File: src/logic/video_pkg.sv
// shared video fetch types and timing constants, referenced by scoped name from every module
package video_pkg;

	// graphics mode, render mode is the same encoding
	typedef enum logic [1:0] {
		MODE_ZX = 2'd0,    // zx screen
		MODE_HC = 2'd1,    // 16 colour
		MODE_XC = 2'd2,    // 256 colour
		MODE_TX = 2'd3     // text
	} vmode_e;

	// who owns a dram request
	typedef enum logic [1:0] {
		SRC_GFX   = 2'd0,
		SRC_TILE0 = 2'd1,
		SRC_TILE1 = 2'd2
	} req_src_e;

	// cpu registers as latched at line start
	typedef struct packed {
		vmode_e     mode;
		logic [1:0] rres;       // raster resolution select
		logic       nogfx;      // graphics fetch off
		logic [8:0] gx_offs;
		logic [7:0] vpage;
		logic [7:0] tmpage;     // tilemap page
		logic [1:0] tm_en;      // per plane enable
		logic [5:0] t0y_offs;
		logic [5:0] t1y_offs;
	} vcfg_t;

	typedef struct packed {
		logic [8:0] hcnt;
		logic [8:0] vcnt;
		logic [7:0] cnt_col;
		logic [8:0] cnt_row;
		logic [8:0] cnt_tp_row; // same as vcnt
		logic [2:0] tp_slot;
		logic [2:0] tp_phase;
		logic       in_prefetch;
	} raster_pos_t;

	typedef struct packed {
		logic [8:0] hpix_beg;
		logic [8:0] hpix_end;
		logic [8:0] vpix_beg;
		logic [8:0] vpix_end;
		logic [5:0] x_tiles;
		logic [9:0] x_offs_mode;
		logic [4:0] video_bw;
		logic       tv_hires;
	} mode_params_t;

	typedef struct packed {
		logic        stb;
		logic [20:0] addr;
		logic [8:0]  waddr;     // tile buffer slot
	} tile_req_t;

	typedef struct packed {
		logic        stb;
		logic [20:0] addr;
		logic [4:0]  bw;
		req_src_e    src;
		logic [8:0]  waddr;
	} video_req_t;

	localparam int H_TOTAL     = 448;   // clocks per line
	localparam int V_TOTAL     = 320;   // lines per frame
	localparam int TP_SLOTS    = 8;
	localparam int TP_SLOT_LEN = 8;
	localparam int N_PLANES    = 2;

	// resolution tables, index is rres: 256x192, 320x240, 320x240, 360x288
	localparam logic [8:0] HP_BEG [4] = '{9'd140, 9'd108, 9'd108, 9'd88};
	localparam logic [8:0] HP_END [4] = '{9'd396, 9'd428, 9'd428, 9'd448};
	localparam logic [8:0] VP_BEG [4] = '{9'd80, 9'd56, 9'd56, 9'd32};
	localparam logic [8:0] VP_END [4] = '{9'd272, 9'd296, 9'd296, 9'd320};
	localparam logic [5:0] X_TILE [4] = '{6'd33, 6'd41, 6'd41, 6'd46};

	// bandwidth: [4:3] total cycles, [2:0] needed cycles
	localparam logic [1:0] BWT_2 = 2'b00;
	localparam logic [1:0] BWT_4 = 2'b01;
	localparam logic [1:0] BWT_8 = 2'b11;
	localparam logic [4:0] BW_ZX    = {BWT_8, 3'b001};  // 1 of 8
	localparam logic [4:0] BW_HC    = {BWT_4, 3'b001};  // 1 of 4
	localparam logic [4:0] BW_XC    = {BWT_2, 3'b001};  // 1 of 2
	localparam logic [4:0] BW_TX    = {BWT_8, 3'b100};  // 4 of 8
	localparam logic [4:0] BW_TILE1 = {BWT_8, 3'b010};  // one plane on
	localparam logic [4:0] BW_TILE2 = {BWT_8, 3'b100};  // both planes on

endpackage

File: src/logic/raster_counter.sv
// raster timing: line and frame counters, fetch cadence and column counters, prefetch slots
`timescale 1ns/1ps

module raster_counter (
	input  logic                     clk,
	input  logic                     arst_n,
	input  video_pkg::mode_params_t  params,      // latched mode parameters
	input  logic                     gfx_stb,     // column advances on each fetch
	output video_pkg::raster_pos_t   pos,
	output logic                     line_start,
	output logic [3:0]               fetch_cnt
);

	logic [8:0] hcnt;
	logic [8:0] vcnt;
	logic [7:0] cnt_col;
	logic       line_end;
	logic       frame_end;
	logic       pix_pre;    // clock before the pixel window opens

	assign line_end   = (hcnt == 9'(video_pkg::H_TOTAL - 1));
	assign frame_end  = (vcnt == 9'(video_pkg::V_TOTAL - 1));
	assign pix_pre    = (hcnt == params.hpix_beg - 9'd1);
	assign line_start = (hcnt == 9'd0);  // exactly one clock per line

	// line and frame position
	always_ff @(posedge clk or negedge arst_n)
	begin
		if (!arst_n)
		begin
			hcnt <= '0;
			vcnt <= '0;
		end
		else if (line_end)
		begin
			hcnt <= '0;
			vcnt <= frame_end ? 9'd0 : vcnt + 9'd1;  // wrap after last line
		end
		else
			hcnt <= hcnt + 9'd1;
	end

	// cadence and column, both zero when hcnt reaches hpix_beg
	always_ff @(posedge clk or negedge arst_n)
	begin
		if (!arst_n)
		begin
			fetch_cnt <= '0;
			cnt_col   <= '0;
		end
		else if (pix_pre)
		begin
			fetch_cnt <= '0;
			cnt_col   <= '0;
		end
		else
		begin
			fetch_cnt <= fetch_cnt + 4'd1;  // free running, low bits pick the rate
			if (gfx_stb)
				cnt_col <= cnt_col + 8'd1;
		end
	end

	always_comb
	begin
		pos.hcnt        = hcnt;
		pos.vcnt        = vcnt;
		pos.cnt_col     = cnt_col;
		pos.cnt_row     = vcnt - params.vpix_beg;       // row inside the pixel window
		pos.cnt_tp_row  = vcnt;                          // tiles count from line 0
		pos.tp_slot     = 3'(hcnt / 9'(video_pkg::TP_SLOT_LEN));
		pos.tp_phase    = 3'(hcnt % 9'(video_pkg::TP_SLOT_LEN));
		pos.in_prefetch = (hcnt < 9'(video_pkg::TP_SLOTS * video_pkg::TP_SLOT_LEN));
	end

endmodule

File: src/logic/video_mode.sv
// video mode decoder: latches config per line, decodes resolution and bandwidth, makes gfx fetch requests
`timescale 1ns/1ps

module video_mode (
	input  logic                     clk,
	input  logic                     arst_n,
	input  video_pkg::vcfg_t         video_config,  // live cpu registers
	input  logic                     vpage_wr,
	input  logic                     line_start,
	input  video_pkg::raster_pos_t   pos,
	input  logic [3:0]               fetch_cnt,
	input  logic [15:0]              txt_char,      // two char codes for glyph fetch
	output video_pkg::vcfg_t         cfg_d,
	output video_pkg::mode_params_t  params,
	output video_pkg::video_req_t    gfx_req
);

	logic        vpage_wr_r;
	logic        in_hwin;
	logic        in_vwin;
	logic        cadence;
	logic        gfx_stb;
	logic [11:0] addr_zx_gfx;
	logic [11:0] addr_zx_atr;
	logic [13:0] addr_tx;
	logic [20:0] gfx_addr;

	// whole config at line start, vpage alone one clock after a cpu write
	always_ff @(posedge clk or negedge arst_n)
	begin
		if (!arst_n)
		begin
			cfg_d      <= '0;    // zx mode
			vpage_wr_r <= 1'b0;
		end
		else
		begin
			vpage_wr_r <= vpage_wr;
			if (line_start)
				cfg_d <= video_config;
			else if (vpage_wr_r)
				cfg_d.vpage <= video_config.vpage;
		end
	end

	// mode and resolution decode
	always_comb
	begin
		params.hpix_beg = video_pkg::HP_BEG[cfg_d.rres];
		params.hpix_end = video_pkg::HP_END[cfg_d.rres];
		params.vpix_beg = video_pkg::VP_BEG[cfg_d.rres];
		params.vpix_end = video_pkg::VP_END[cfg_d.rres];
		params.x_tiles  = video_pkg::X_TILE[cfg_d.rres];
		// 256c scrolls in whole pixels, others in half
		if (cfg_d.mode == video_pkg::MODE_XC)
			params.x_offs_mode = {cfg_d.gx_offs[8:1], 1'b0, cfg_d.gx_offs[0]};
		else
			params.x_offs_mode = {1'b0, cfg_d.gx_offs[8:1], cfg_d.gx_offs[0]};
		case (cfg_d.mode)
			video_pkg::MODE_ZX: params.video_bw = video_pkg::BW_ZX;
			video_pkg::MODE_HC: params.video_bw = video_pkg::BW_HC;
			video_pkg::MODE_XC: params.video_bw = video_pkg::BW_XC;
			default:            params.video_bw = video_pkg::BW_TX;
		endcase
		params.tv_hires = (cfg_d.mode == video_pkg::MODE_TX);  // text runs double rate
	end

	// fetch window and cadence
	assign in_hwin = (pos.hcnt >= params.hpix_beg) && (pos.hcnt < params.hpix_end);
	assign in_vwin = (pos.vcnt >= params.vpix_beg) && (pos.vcnt < params.vpix_end);

	always_comb
	begin
		case (cfg_d.mode)
			video_pkg::MODE_HC: cadence = &fetch_cnt[1:0];  // every 4 clocks
			video_pkg::MODE_XC: cadence = fetch_cnt[0];     // every 2
			default:            cadence = &fetch_cnt;       // zx and text every 16
		endcase
	end

	assign gfx_stb = in_hwin && in_vwin && !cfg_d.nogfx && cadence;

	// zx screen layout, thirds then char lines
	assign addr_zx_gfx = {pos.cnt_row[7:6], pos.cnt_row[2:0], pos.cnt_row[5:3], pos.cnt_col[4:1]};
	assign addr_zx_atr = {3'b110, pos.cnt_row[7:3], pos.cnt_col[4:1]};

	// text: char, attr, then glyph lines for both chars
	always_comb
	begin
		case (pos.cnt_col[1:0])
			2'd0:    addr_tx = {cfg_d.vpage[0], pos.cnt_row[8:3], 1'b0, pos.cnt_col[7:2]};
			2'd1:    addr_tx = {cfg_d.vpage[0], pos.cnt_row[8:3], 1'b1, pos.cnt_col[7:2]};
			2'd2:    addr_tx = {~cfg_d.vpage[0], 3'b000, txt_char[7:0], pos.cnt_row[2:1]};
			default: addr_tx = {~cfg_d.vpage[0], 3'b000, txt_char[15:8], pos.cnt_row[2:1]};
		endcase
	end

	always_comb
	begin
		case (cfg_d.mode)
			video_pkg::MODE_ZX:
				gfx_addr = {cfg_d.vpage, 1'b0, pos.cnt_col[0] ? addr_zx_atr : addr_zx_gfx};
			video_pkg::MODE_HC:
				gfx_addr = {cfg_d.vpage[7:3], pos.cnt_row, pos.cnt_col[6:0]};
			video_pkg::MODE_XC:
				gfx_addr = {cfg_d.vpage[7:4], pos.cnt_row, pos.cnt_col};
			default:
				gfx_addr = {cfg_d.vpage[7:1], addr_tx};
		endcase
	end

	always_comb
	begin
		gfx_req.stb   = gfx_stb;
		gfx_req.addr  = gfx_addr;
		gfx_req.bw    = params.video_bw;
		gfx_req.src   = video_pkg::SRC_GFX;
		gfx_req.waddr = '0;  // gfx data bypasses tile buffer
	end

endmodule

File: src/logic/tile_plane_fetch.sv
// tilemap prefetch address and tile buffer write address for one plane, one instance per plane
`timescale 1ns/1ps

module tile_plane_fetch #(
	parameter int PLANE = 0  // 0 or 1
) (
	input  video_pkg::vcfg_t        cfg_d,
	input  video_pkg::raster_pos_t  pos,
	output video_pkg::tile_req_t    req
);

	localparam logic PBIT = 1'(PLANE);

	logic [5:0] y_offs;
	logic [5:0] tpos_y;
	logic [5:0] tpos_x;
	logic       slot_hit;

	// per plane y scroll from config only
	assign y_offs = PBIT ? cfg_d.t1y_offs : cfg_d.t0y_offs;
	assign tpos_y = pos.cnt_tp_row[8:3] + y_offs;       // tile row, wraps at 64
	assign tpos_x = {pos.cnt_tp_row[2:0], pos.tp_slot};  // 64 tiles over 8 lines

	// own phase of each slot, only while enabled
	assign slot_hit = pos.in_prefetch && (pos.tp_phase == 3'(PLANE)) && cfg_d.tm_en[PLANE];

	always_comb
	begin
		req.stb   = slot_hit;
		req.addr  = {cfg_d.tmpage, tpos_y, PBIT, tpos_x};          // 128 bytes per plane
		req.waddr = {pos.cnt_tp_row[4:0], pos.tp_slot, PBIT};     // one word per plane
	end

endmodule

File: src/logic/video_addr_arbiter.sv
// merges tile plane and graphics requests into one registered dram request per clock
`timescale 1ns/1ps

module video_addr_arbiter (
	input  logic                   clk,
	input  logic                   arst_n,
	input  video_pkg::video_req_t  gfx_req,
	input  video_pkg::tile_req_t   tile_reqs [video_pkg::N_PLANES],
	input  video_pkg::vcfg_t       cfg_d,
	output video_pkg::video_req_t  video_req
);

	logic [4:0]            tile_bw;
	video_pkg::video_req_t nxt;

	// tile cost depends on how many planes share the prefetch
	assign tile_bw = (&cfg_d.tm_en) ? video_pkg::BW_TILE2 : video_pkg::BW_TILE1;

	// windows never overlap, priority only breaks ties
	always_comb
	begin
		nxt = gfx_req;  // lowest priority
		for (int p = video_pkg::N_PLANES - 1; p >= 0; p--)
		begin
			if (tile_reqs[p].stb)
			begin
				nxt.stb   = 1'b1;
				nxt.addr  = tile_reqs[p].addr;
				nxt.bw    = tile_bw;
				nxt.src   = video_pkg::req_src_e'(p + 1);  // plane 0 wins, checked last
				nxt.waddr = tile_reqs[p].waddr;
			end
		end
	end

	// one clock after the source strobe
	always_ff @(posedge clk or negedge arst_n)
	begin
		if (!arst_n)
			video_req <= '0;
		else
			video_req <= nxt;
	end

endmodule

File: src/logic/video_fetch_top.sv
// video fetch top: raster counter, mode decoder, tile planes and dram request arbiter
`timescale 1ns/1ps

module video_fetch_top (
	input  logic                     clk,
	input  logic                     arst_n,
	input  video_pkg::vcfg_t         video_config,
	input  logic                     vpage_wr,
	input  logic [15:0]              txt_char,
	output video_pkg::video_req_t    video_req,
	output video_pkg::mode_params_t  params,
	output logic                     line_start
);

	video_pkg::vcfg_t       cfg_d;
	video_pkg::raster_pos_t pos;
	video_pkg::video_req_t  gfx_req;
	video_pkg::tile_req_t   tile_reqs [video_pkg::N_PLANES];
	logic [3:0]             fetch_cnt;

	raster_counter raster_counter_inst (
		.clk        (clk),
		.arst_n     (arst_n),
		.params     (params),
		.gfx_stb    (gfx_req.stb),
		.pos        (pos),
		.line_start (line_start),
		.fetch_cnt  (fetch_cnt)
	);

	video_mode video_mode_inst (
		.clk          (clk),
		.arst_n       (arst_n),
		.video_config (video_config),
		.vpage_wr     (vpage_wr),
		.line_start   (line_start),
		.pos          (pos),
		.fetch_cnt    (fetch_cnt),
		.txt_char     (txt_char),
		.cfg_d        (cfg_d),
		.params       (params),
		.gfx_req      (gfx_req)
	);

	// one prefetch unit per tile plane
	for (genvar p = 0; p < video_pkg::N_PLANES; p++)
	begin : g_plane
		tile_plane_fetch #(
			.PLANE (p)
		) tile_plane_fetch_inst (
			.cfg_d (cfg_d),
			.pos   (pos),
			.req   (tile_reqs[p])
		);
	end

	video_addr_arbiter video_addr_arbiter_inst (
		.clk       (clk),
		.arst_n    (arst_n),
		.gfx_req   (gfx_req),
		.tile_reqs (tile_reqs),
		.cfg_d     (cfg_d),
		.video_req (video_req)
	);

endmodule

File: config.mk
export PLATFORM = sky130hd
export DESIGN_NAME = video_fetch_top
export DESIGN_NICKNAME = d
export VERILOG_FILES = /design/src/logic/video_pkg.sv /design/src/logic/raster_counter.sv /design/src/logic/video_mode.sv /design/src/logic/tile_plane_fetch.sv /design/src/logic/video_addr_arbiter.sv /design/src/logic/video_fetch_top.sv
export SDC_FILE = /design/constraint.sdc
export NUM_CORES = 1
export LEC_CHECK = 0
export BUFFER_PORTS_ARGS = -buffer_cell sky130_fd_sc_hd__buf_4
export CORE_UTILIZATION = 56
export CTS_BUF_LIST = sky130_fd_sc_hd__clkbuf_2 sky130_fd_sc_hd__clkbuf_4 sky130_fd_sc_hd__clkbuf_8
export DETAILED_ROUTE_END_ITERATION = 12
export PLACE_DENSITY_LB_ADDON = 0.1
export SYNTH_ARGS = -nofsm -noshare
export SYNTH_HDL_FRONTEND = slang
export SYNTH_SLANG_ARGS = --single-unit
File: constraint.sdc
create_clock -name clk -period 3.8 [get_ports clk]
set_input_delay 0 -clock clk [delete_from_list [all_inputs] [get_ports clk]]
set_output_delay 0 -clock clk [all_outputs]
set_load 0.02 [all_outputs]
==> qor.yml, run 1 <==
critical_path_class: "reg2reg"
synth-seq-cells: 112
ant_nets: 0
critPathSlowestCell: "ha_1"
finalSetupTns_ps: 0
ys_warn_count: 0
holdPathStages: 4
core-area_sq_um: 11000
setup_viol: 0
vias_per_cell: 5.60
hp-class: "in2reg"
routed_wl_microns: 16800
layout.cells.non_filler: 999
die_w_microns: 110
io-pin-count: 160
n_antenna_cell: 0
synth.most_common_cell: "nand2_1"
worstPathArrival_ps: 3340
synth_area_per_cell_sq_um: 9.22
fin_crit_ps: 3070
io_buffers: 137
rsz0062_at_grt: "no"
synth_commonest_cells: "133 x nand2_1, 112 x dfrtp_1, 42 x buf_4"
vias: 5594
async_flop_share_pct: 100
grt_max_degree: 60
floorplan.initialDensity_pct: 58.7
drv_cap: 0
power_mw: 2.57
cp-end-kind: "flop"
place_congestion: 0.870
ir_worst_vdd_uv: 422
critPathTopFamily: "adder cells"
critPathLaunchType: "flop"
critPathBufInv: 2
crit_chain: "inv_1, ha_1, ha_1, inv_1, ha_1, a21oi_1, o311ai_2, a311o_2, nand4_2, mux2i_1, nor2_1"
grt_pass1_vias: 5341
tightestPinTransition_ps: 830
drt_iter0_markers: 343
clockBufferDepth: 2
grt_remaining_overflow: 0
fp.dieH_microns: 110
synth-edff-count: 0
clkSinkCount: 112
route.detailed.drc: 0
first_pass_iters: 4
p_per_area_nw_per_um2: 318
antenna_found_initial: 0
clock.fmax_mhz: 325
synthCells: 702
track_usage_pct: 29.4
hpwl_microns: 12000
slew_headroom_pct: 44.0
fill_cells: 796
synth_top_area_share_pct: 43.3
grt_pass1_wl_microns: 26500
dp.cells: 936
drive_gt1_share_pct: 22.1
clk_pin_slew_ps: 100
clk_latency_ps: 400
areaGrowthSynthToFinish_pct: 24.9
fin_nets: 957
cts_tree: "built"
synth.area.top_cells: "dfrtp_1 43%, nand2_1 7.7%, ha_1 7.3%"
slowest_delay_ps: 550
fin_skew_ps: 6.93
reg2regPathDepth: 11
crit_top_cell: "ha_1"
hold_viol_final: 0
htree_num_levels: 3
synth_area_sq_um: 6470
post-route-period-util_pct: 80.9
worst-path-stages: 11
slew_viol_final: 0
post-route-util_pct: 73.3
dieArea_sq_um: 12000
power_leakage_nw: 3.97
ys_types: 64
seq_area_frac_synth_pct: 43.3
core.rowCount: 38
yosysTopAreaCell: "dfrtp_1"
outcome: "finished clean"
cts_made_buffers: 9
cts_root_buffer: "clkbuf_8"
ys.flop_type: "dfrtp_1"
wl_per_cell_microns: 16.8
cp.required_ps: 4060
cp_max_fo: 15
==> per-layer routing <==
layer	vias to the layer above	global-route usage (%)	wire, microns
li1	2659	-	-
met5	-	0	0
met2	200	49.9	8260
met1	2712	37.3	7220
met3	23	6.82	1040
met4	0	8.76	293
==> metrics by stage <==
step | hold WS [ps] | worst slack [ps] | instance area (sq um)
floorplan | -296 | 940 | 6550
global placement | -203 | 894 | 7380
detailed placement | -202 | 742 | 7380
CTS | 16.1 | 702 | 8080
global route | 78.9 | 478 | 8080
finish | 46.9 | 726 | 8080
==> cell type report <==
type | count | area [sq um] | share of cell area [%]
inverter | 39 | 146 | 1.81
multi-input combinational | 498 | 3160 | 39.0
clock inverter | 7 | 106 | 1.32
clock buffer | 9 | 124 | 1.53
timing repair buffer | 194 | 1570 | 19.5
tap | 140 | 175 | 2.17
sequential | 112 | 2800 | 34.7
==> worst min-delay path: cells and delay by family <==
family	cells	cell delay (ps)
buffers and inverters	1	80
AO/OA/AOI/OAI	3	340
==> power breakdown <==
group          internal, mW  total, mW  switching [mW]
sequential             1.25       1.28          0.0330
clock                 0.379      0.807           0.428
combinational         0.216      0.479           0.263
==> flip-flops by register name, summed over array words and instances (netlist names) <==
register	flops
video_mode_inst.cfg_d	44
video_mode_inst.vpage_wr_r	1
raster_counter_inst.hcnt	9
raster_counter_inst.vcnt	9
raster_counter_inst.cnt_col	8
raster_counter_inst.fetch_cnt	4
video_addr_arbiter_inst.video_req	37
==> final timing paths <==
check                                                 startpoint                                              end  slack, ps
max                        video_mode_inst.cfg_d[40]$_DFFE_PN0P_       raster_counter_inst.cnt_col[1]$_DFFE_PN0P_        730
min                                                  txt_char[1]  video_addr_arbiter_inst.video_req[19]$_DFF_PN0_         50
max reg2reg                video_mode_inst.cfg_d[40]$_DFFE_PN0P_       raster_counter_inst.cnt_col[1]$_DFFE_PN0P_        730
min reg2reg                video_mode_inst.cfg_d[28]$_DFFE_PN0P_  video_addr_arbiter_inst.video_req[35]$_DFF_PN0_        480
max in group asynchronous                                 arst_n            video_mode_inst.cfg_d[37]$_DFFE_PN0P_       3030
min in group asynchronous                                 arst_n       raster_counter_inst.cnt_col[5]$_DFFE_PN0P_        250
==> layout by cell type (no fill, tap or decap), types with 3 or more instances in the layout <==
cell	n
nand4_1	6
nor2b_1	8
dfrtp_1	112
nor3_1	10
ha_1	38
inv_1	38
or3_1	6
or4_1	3
dlygate4sd3_1	47
clkbuf_8	9
mux2_2	18
xor2_1	11
o21ai_0	30
nand3_1	14
buf_4	147
o21bai_1	7
and3_1	9
mux2i_1	3
conb_1	22
nand2b_1	4
a21oi_1	36
nor2_1	34
nor3b_1	3
nand2_1	133
a21o_1	10
o311ai_0	5
o31ai_1	3
xnor2_1	15
a22oi_1	7
a31oi_1	3
a211o_1	3
and2_1	7
a221oi_1	14
==> kinds of logic (layout without fill, tap and decap cells) <==
family	Yosys count	in the layout	synth area share, %
compound gates	143	143	15.0
xor+xnor	27	27	3.77
fa+ha+maj	40	40	7.96
buf+inv	112	249	9.10
flops	112	112	43.3
mux	21	21	3.60
other cells	2	22	0.116
simple gates	245	245	17.1
==> timing repair <==
item | in CTS | in global routing
buffers inserted | 0 | 0
hold buffers | 47 | 0
hold endpoints to repair | 157 | 0
endpoints found under the setup margin | 0 | 0
gates resized for setup | 0 | 0
(Power assumes the default switching activity.)
==> inputs of run 2 (changes only) <==
clock period = 2.9 ns   (was 3.8 ns; I/O delays follow)
==> qor.yml, run 2 (same netlist as run 1, synthesis figures left out) <==
setup_slack_ps: 124  # -602 ps
fin_crit_ps: 2780  # -298 ps
die_w_microns: 110  # unchanged
grt_remaining_overflow: 0  # unchanged
wl_per_cell_microns: 17.2  # +2.4%
pre_cts_slack_ps: -115  # -856 ps
fill_cells: 793  # -0.38%
tightestPinTransition_ps: 754  # -75.9 ps
cts_made_buffers: 9  # unchanged
core-area_sq_um: 11000  # unchanged
dp.cells: 950  # +1.5%
largest_reg_flops: 44  # unchanged
dpl_cell_area_sq_um: 7500  # +1.6%
critical_path_class: "reg2reg"
clockBufferDepth: 2  # unchanged
place_congestion: 0.865  # -0.53%
cp_max_fo: 13  # -2
htree_num_levels: 3  # unchanged
slew_headroom_pct: 49.5  # +5.6 points
cp.required_ps: 3220  # -840 ps
reg2regPathDepth: 10  # -1
track_usage_pct: 31.0  # +1.6 points
grt_max_degree: 74  # +23%
vias_per_cell: 5.60  # about the same
fin_skew_ps: 13.1  # +6.20 ps
vias: 5689  # +1.7%
floorplan.initialDensity_pct: 58.7  # unchanged
io_buffers: 137  # unchanged
drt_iter0_markers: 360  # +5.0%
cts_root_buffer: "clkbuf_8"
clk_pin_slew_ps: 100  # about the same
antenna_found_initial: 0  # unchanged
top_regs: "video_mode_inst.cfg_d: 44 flops, video_addr_arbiter_inst.video_req: 37 flops"
io-pin-count: 160  # unchanged
slew_viol_final: 0  # unchanged
routed_wl_microns: 17500  # +4.2%
r2r_slack_ps: 120  # -600 ps
met2_usage_pct: 50.5  # +0.63 points
route.detailed.drc: 0  # unchanged
first_pass_iters: 4  # unchanged
ant_nets: 0  # unchanged
endpoint: "raster_counter_inst.cnt_col[6]$_DFFE_PN0P_"
clock.fmax_mhz: 360  # +11%
drv_cap: 0  # unchanged
post-route-util_pct: 75.0  # +1.7 points
areaGrowthSynthToFinish_pct: 27.8
hold_viol_final: 0  # unchanged
hp-class: "in2reg"
mostFrequentLayoutCell: "buf_4"
cts_tree: "built"
fp.dieH_microns: 110  # unchanged
critPathLaunchType: "flop"
startpoint: "video_mode_inst.cfg_d[40]$_DFFE_PN0P_"
grt_pass1_vias: 5585  # +4.6%
p_per_area_nw_per_um2: 420  # +32%
worstPathArrival_ps: 3100  # -240 ps
top_register: "video_mode_inst.cfg_d"
fin_nets: 974  # +1.8%
stdcell_area_sq_um: 8270  # +2.3%
layout.cells.non_filler: 1016  # +1.7%
gr-usage-met1_pct: 40.7  # +3.4 points
holdPathStages: 4  # unchanged
hpwl_microns: 12200  # +2.3%
dieArea_sq_um: 12000  # unchanged
layout_common_cells: "164 x buf_4, 133 x nand2_1, 112 x dfrtp_1, 46 x dlygate4sd3_1, 38 x inv_1"
clkSinkCount: 112  # unchanged
ir_worst_vdd_uv: 444  # +5.3%
core.rowCount: 38  # unchanged
outcome: "finished clean"
drive_gt1_share_pct: 24.1  # +2.0 points
r2r_start: "video_mode_inst.cfg_d[40]$_DFFE_PN0P_"
grt_pass1_wl_microns: 27800  # +4.8%
grt_busiest_layer: "met2"
setup_viol: 0  # unchanged
met3_usage_pct: 6.28  # -0.53 points
r2r-end: "raster_counter_inst.cnt_col[6]$_DFFE_PN0P_"
power_leakage_nw: 4.07  # +2.6%
cp-end-kind: "flop"
clk_latency_ps: 400  # about the same
n_antenna_cell: 0  # unchanged
post-route-period-util_pct: 95.7  # +15 points
==> run 2: cell count changes in the layout (fill, tap and decap cells not counted), sizes merged <==
cell,previous run,this run
bufinv,2,3
clkinv,3,0
dlygate4sd3,47,46
buf,147,165
clkbuf,9,10
clkinvlp,1,2
==> run 2: area by class of cell <==
type                       count  area, sq um  share of cell area [%]
tap                          140          175                    2.12
inverter                      39          146                    1.77
sequential                   112         2800                    33.9
multi-input combinational    498         3180                    38.5
clock buffer                  10          138                    1.66
timing repair buffer         211         1710                    20.7
clock inverter                 6          114                    1.38
==> run 2: report_power, final <==
part	switching (mW)	internal (mW)
clock network	0.547	0.600
logic	0.354	0.294
registers	0.0434	1.64
total	0.945	2.53
==> run 2: worst max-delay path, stage by stage (launching register included) <==
cell,delay [ps]
dfrtp_1,440
inv_1,100
ha_1,360
ha_2,410
nand2_1,80
o311ai_2,210
a311o_2,230
nand4_4,180
buf_4,210
or3_1,330
a21oi_1,150
==> run 2: what timing repair did <==
action | CTS | global route
endpoints found under the setup margin | 4 | 11
buffers inserted | 0 | 4
endpoints found under the hold margin | 84 | 0
hold buffers | 46 | 0
gates resized for setup | 1 | 5
==> run 2: through the flow <==
stage               power (mW)  hold WS (ps)  TNS [ps]
finish                    3.48          47.9         0
floorplan                 2.06          -296         0
CTS                       3.49          28.2         0
global route              3.61          67.6     -27.0
global placement          2.28          16.0         0
detailed placement        2.29          23.0      -220
==> run 2: worst min-delay path by stage <==
stage	end	from	slack, ps
6_report	video_addr_arbiter_inst.video_req[19]$_DFF_PN0_	txt_char[1]	50
5_1_grt	video_addr_arbiter_inst.video_req[19]$_DFF_PN0_	txt_char[1]	70
4_1_cts	video_addr_arbiter_inst.video_req[22]$_DFF_PN0_	txt_char[12]	30
3_5_place_dp	video_addr_arbiter_inst.video_req[2]$_DFF_PN0_	arst_n	20
3_3_place_gp	video_addr_arbiter_inst.video_req[17]$_DFF_PN0_	arst_n	20
2_1_floorplan	raster_counter_inst.cnt_col[0]$_DFFE_PN0P_	arst_n	-300
==> run 2: per-layer routing <==
| metal | vias up | routed length, microns |
|---|---|---|
| li1 | 2685 | - |
| met1 | 2731 | 7400 |
| met2 | 242 | 8570 |
| met3 | 31 | 1130 |
| met4 | 0 | 430 |
| met5 | - | 0 |
==> inputs of run 3 (changes only) <==
CELL_PAD_IN_SITES_DETAIL_PLACEMENT = 0   (was default)
CELL_PAD_IN_SITES_GLOBAL_PLACEMENT = 1   (was default)
CORE_UTILIZATION = 42   (was 56)
==> qor.yml, run 3 (same netlist as run 1, synthesis figures left out) <==
finalSetupTns_ps: 0  # unchanged
setup_viol: 0  # unchanged
p_comb_share_pct: 19.6  # +1.0 points
tightestPinTransition_ps: 1010  # +260 ps
whs_ps: 29.1  # -18.8 ps
fin_nets: 973  # -0.10%
endpoint: "raster_counter_inst.cnt_col[5]$_DFFE_PN0P_"
track_usage_pct: 23.3  # -7.6 points
ant_nets: 0  # unchanged
place_congestion: 0.850  # -1.8%
floorplan.initialDensity_pct: 42.7  # -16 points
hold_start: "txt_char[1]"
n_antenna_cell: 0  # unchanged
mostFrequentLayoutCell: "buf_4"
power.net_switching_uw: 989  # +4.7%
clkSinkCount: 112  # unchanged
core-area_sq_um: 15100  # +37%
cp-end-kind: "flop"
startpoint: "video_mode_inst.cfg_d[41]$_DFFE_PN0P_"
clk_latency_ps: 400  # about the same
power_frac_clock_pct: 29.1  # -3.9 points
vias: 5609  # -1.4%
grt_max_degree: 79  # +6.8%
clock.fmax_mhz: 364  # +1.0%
post-route-period-util_pct: 94.8  # -0.95 points
hold_viol_final: 0  # unchanged
die_w_microns: 126  # +15%
grt_pass1_vias: 5433  # -2.7%
p_seq_share_pct: 51.3  # +2.9 points
top_regs: "video_mode_inst.cfg_d: 44 flops, video_addr_arbiter_inst.video_req: 37 flops"
critical_path_class: "reg2reg"
post-route-util_pct: 54.5  # -20 points
wl_per_cell_microns: 16.9  # -2.1%
r2r_slack_ps: 150  # +30 ps
outcome: "finished clean"
layout.cells.non_filler: 1063  # +4.6%
fp.dieH_microns: 126  # +15%
layout.area.seq_sq_um: 2800  # unchanged
cts_made_buffers: 9  # unchanged
route.detailed.drc: 0  # unchanged
p_per_area_nw_per_um2: 397  # -5.6%
antenna_found_initial: 0  # unchanged
power_leakage_nw: 4.05  # -0.57%
clk_pin_slew_ps: 110  # about the same
dieArea_sq_um: 15900  # +33%
hp-class: "in2reg"
areaGrowthSynthToFinish_pct: 27.5
vias_per_cell: 5.28  # -5.8%
top_register: "video_mode_inst.cfg_d"
r2r-end: "raster_counter_inst.cnt_col[5]$_DFFE_PN0P_"
intPower_mw: 2.29  # -9.6%
rsz0062_at_grt: "no"
fin_crit_ps: 2750  # -27.6 ps
worstPathArrival_ps: 3080  # -20 ps
routed_wl_microns: 17900  # +2.4%
io-pin-count: 160  # unchanged
stdcell_area_sq_um: 8260  # -0.18%
grt_remaining_overflow: 0  # unchanged
dp.cells: 1001  # +5.4%
r2r_start: "video_mode_inst.cfg_d[41]$_DFFE_PN0P_"
cts_root_buffer: "clkbuf_8"
cp.required_ps: 3230  # about the same
layout_common_cells: "163 x buf_4, 133 x nand2_1, 112 x dfrtp_1, 46 x dlygate4sd3_1, 38 x inv_1"
critPathLaunchType: "flop"
io_buffers: 137  # unchanged
clockBufferDepth: 2  # unchanged
slew_headroom_pct: 32.4  # -17 points
first_pass_iters: 5  # +1
slew_viol_final: 0  # unchanged
dpl_cell_area_sq_um: 7580  # +1.1%
htree_num_levels: 3  # unchanged
multi_input_area_sq_um: 3170  # -0.43%
cp_max_fo: 15  # +2
cts_tree: "built"
sw_frac_of_total_pct: 30.2  # +3.0 points
drv_cap: 0  # unchanged
drive_gt1_share_pct: 23.9  # -0.20 points
fill_cells: 1422  # +79%
fin_skew_ps: 13.9  # +0.818 ps
reg2regPathDepth: 8  # -2
core.rowCount: 45  # +18%
post_cts_buffers: 0  # unchanged
drt_iter0_markers: 345  # -4.2%
largest_reg_flops: 44  # unchanged
ir_worst_vdd_uv: 232  # -48%
grt_pass1_wl_microns: 28800  # +3.8%
hpwl_microns: 13100  # +6.9%
run 3: final cells by class:
class / count / area share, %
Clock buffer: 10 / 1.67
Clock inverter: 6 / 0.727
Inverter: 39 / 1.77
Multi-Input combinational cell: 498 / 38.4
Sequential cell: 112 / 33.9
Tap cell: 188 / 2.85
Timing Repair Buffer: 210 / 20.6
run 3: worst min path at each step:
| stage | end | slack [ps] | cells after the start |
|---|---|---|---|
| after floorplan | raster_counter_inst.cnt_col[0]$_DFFE_PN0P_ | -300 | 0 |
| after global placement | video_mode_inst.vpage_wr_r$_DFF_PN0_ | 110 | 1 |
| after detailed placement | video_mode_inst.vpage_wr_r$_DFF_PN0_ | 120 | 1 |
| after CTS | video_addr_arbiter_inst.video_req[19]$_DFF_PN0_ | 10 | 4 |
| after global routing | video_addr_arbiter_inst.video_req[19]$_DFF_PN0_ | 70 | 4 |
| final | video_addr_arbiter_inst.video_req[19]$_DFF_PN0_ | 30 | 4 |
run 3: power groups by stage:
stage,Clock [mW],Combinational (mW),Sequential [mW]
2_1_floorplan,0,0.318,1.74
3_3_place_gp,0,0.584,1.71
3_5_place_dp,0,0.591,1.71
4_1_cts,0.985,0.644,1.68
5_1_grt,1.05,0.698,1.69
6_report,0.954,0.642,1.68
run 3: metal layers:
| layer | vias up | GRT usage, % | routed length, microns |
|---|---|---|---|
| li1 | 2684 | - | - |
| met3 | 20 | 3.19 | 857 |
| met4 | 0 | 8.08 | 310 |
| met1 | 2707 | 32.1 | 8440 |
| met2 | 198 | 37.7 | 8330 |
| met5 | - | 0 | 0 |
run 3: repair_timing:
item | 4_1_cts | 5_1_grt
setup endpoints to repair | 0 | 6
hold buffers | 46 | 0
hold endpoints to repair | 121 | 0
resized for setup | 0 | 4
run 3: worst max-delay path, cell delays in order, from the launching register on:
cell and delay [ps]:
dfrtp_1 390, ha_2 260, inv_1 130, ha_1 330, a311o_1 360, a21oi_1 240, nand4_4 250, or4_1 570
a21oi_1 160
run 3: stage by stage:
stage          setup WS, ps  power (mW)
6_report                152        3.28
5_1_grt                8.66        3.44
4_1_cts                4.93        3.31
3_5_place_dp           16.9        2.30
3_3_place_gp            114        2.29
2_1_floorplan          39.6        2.06
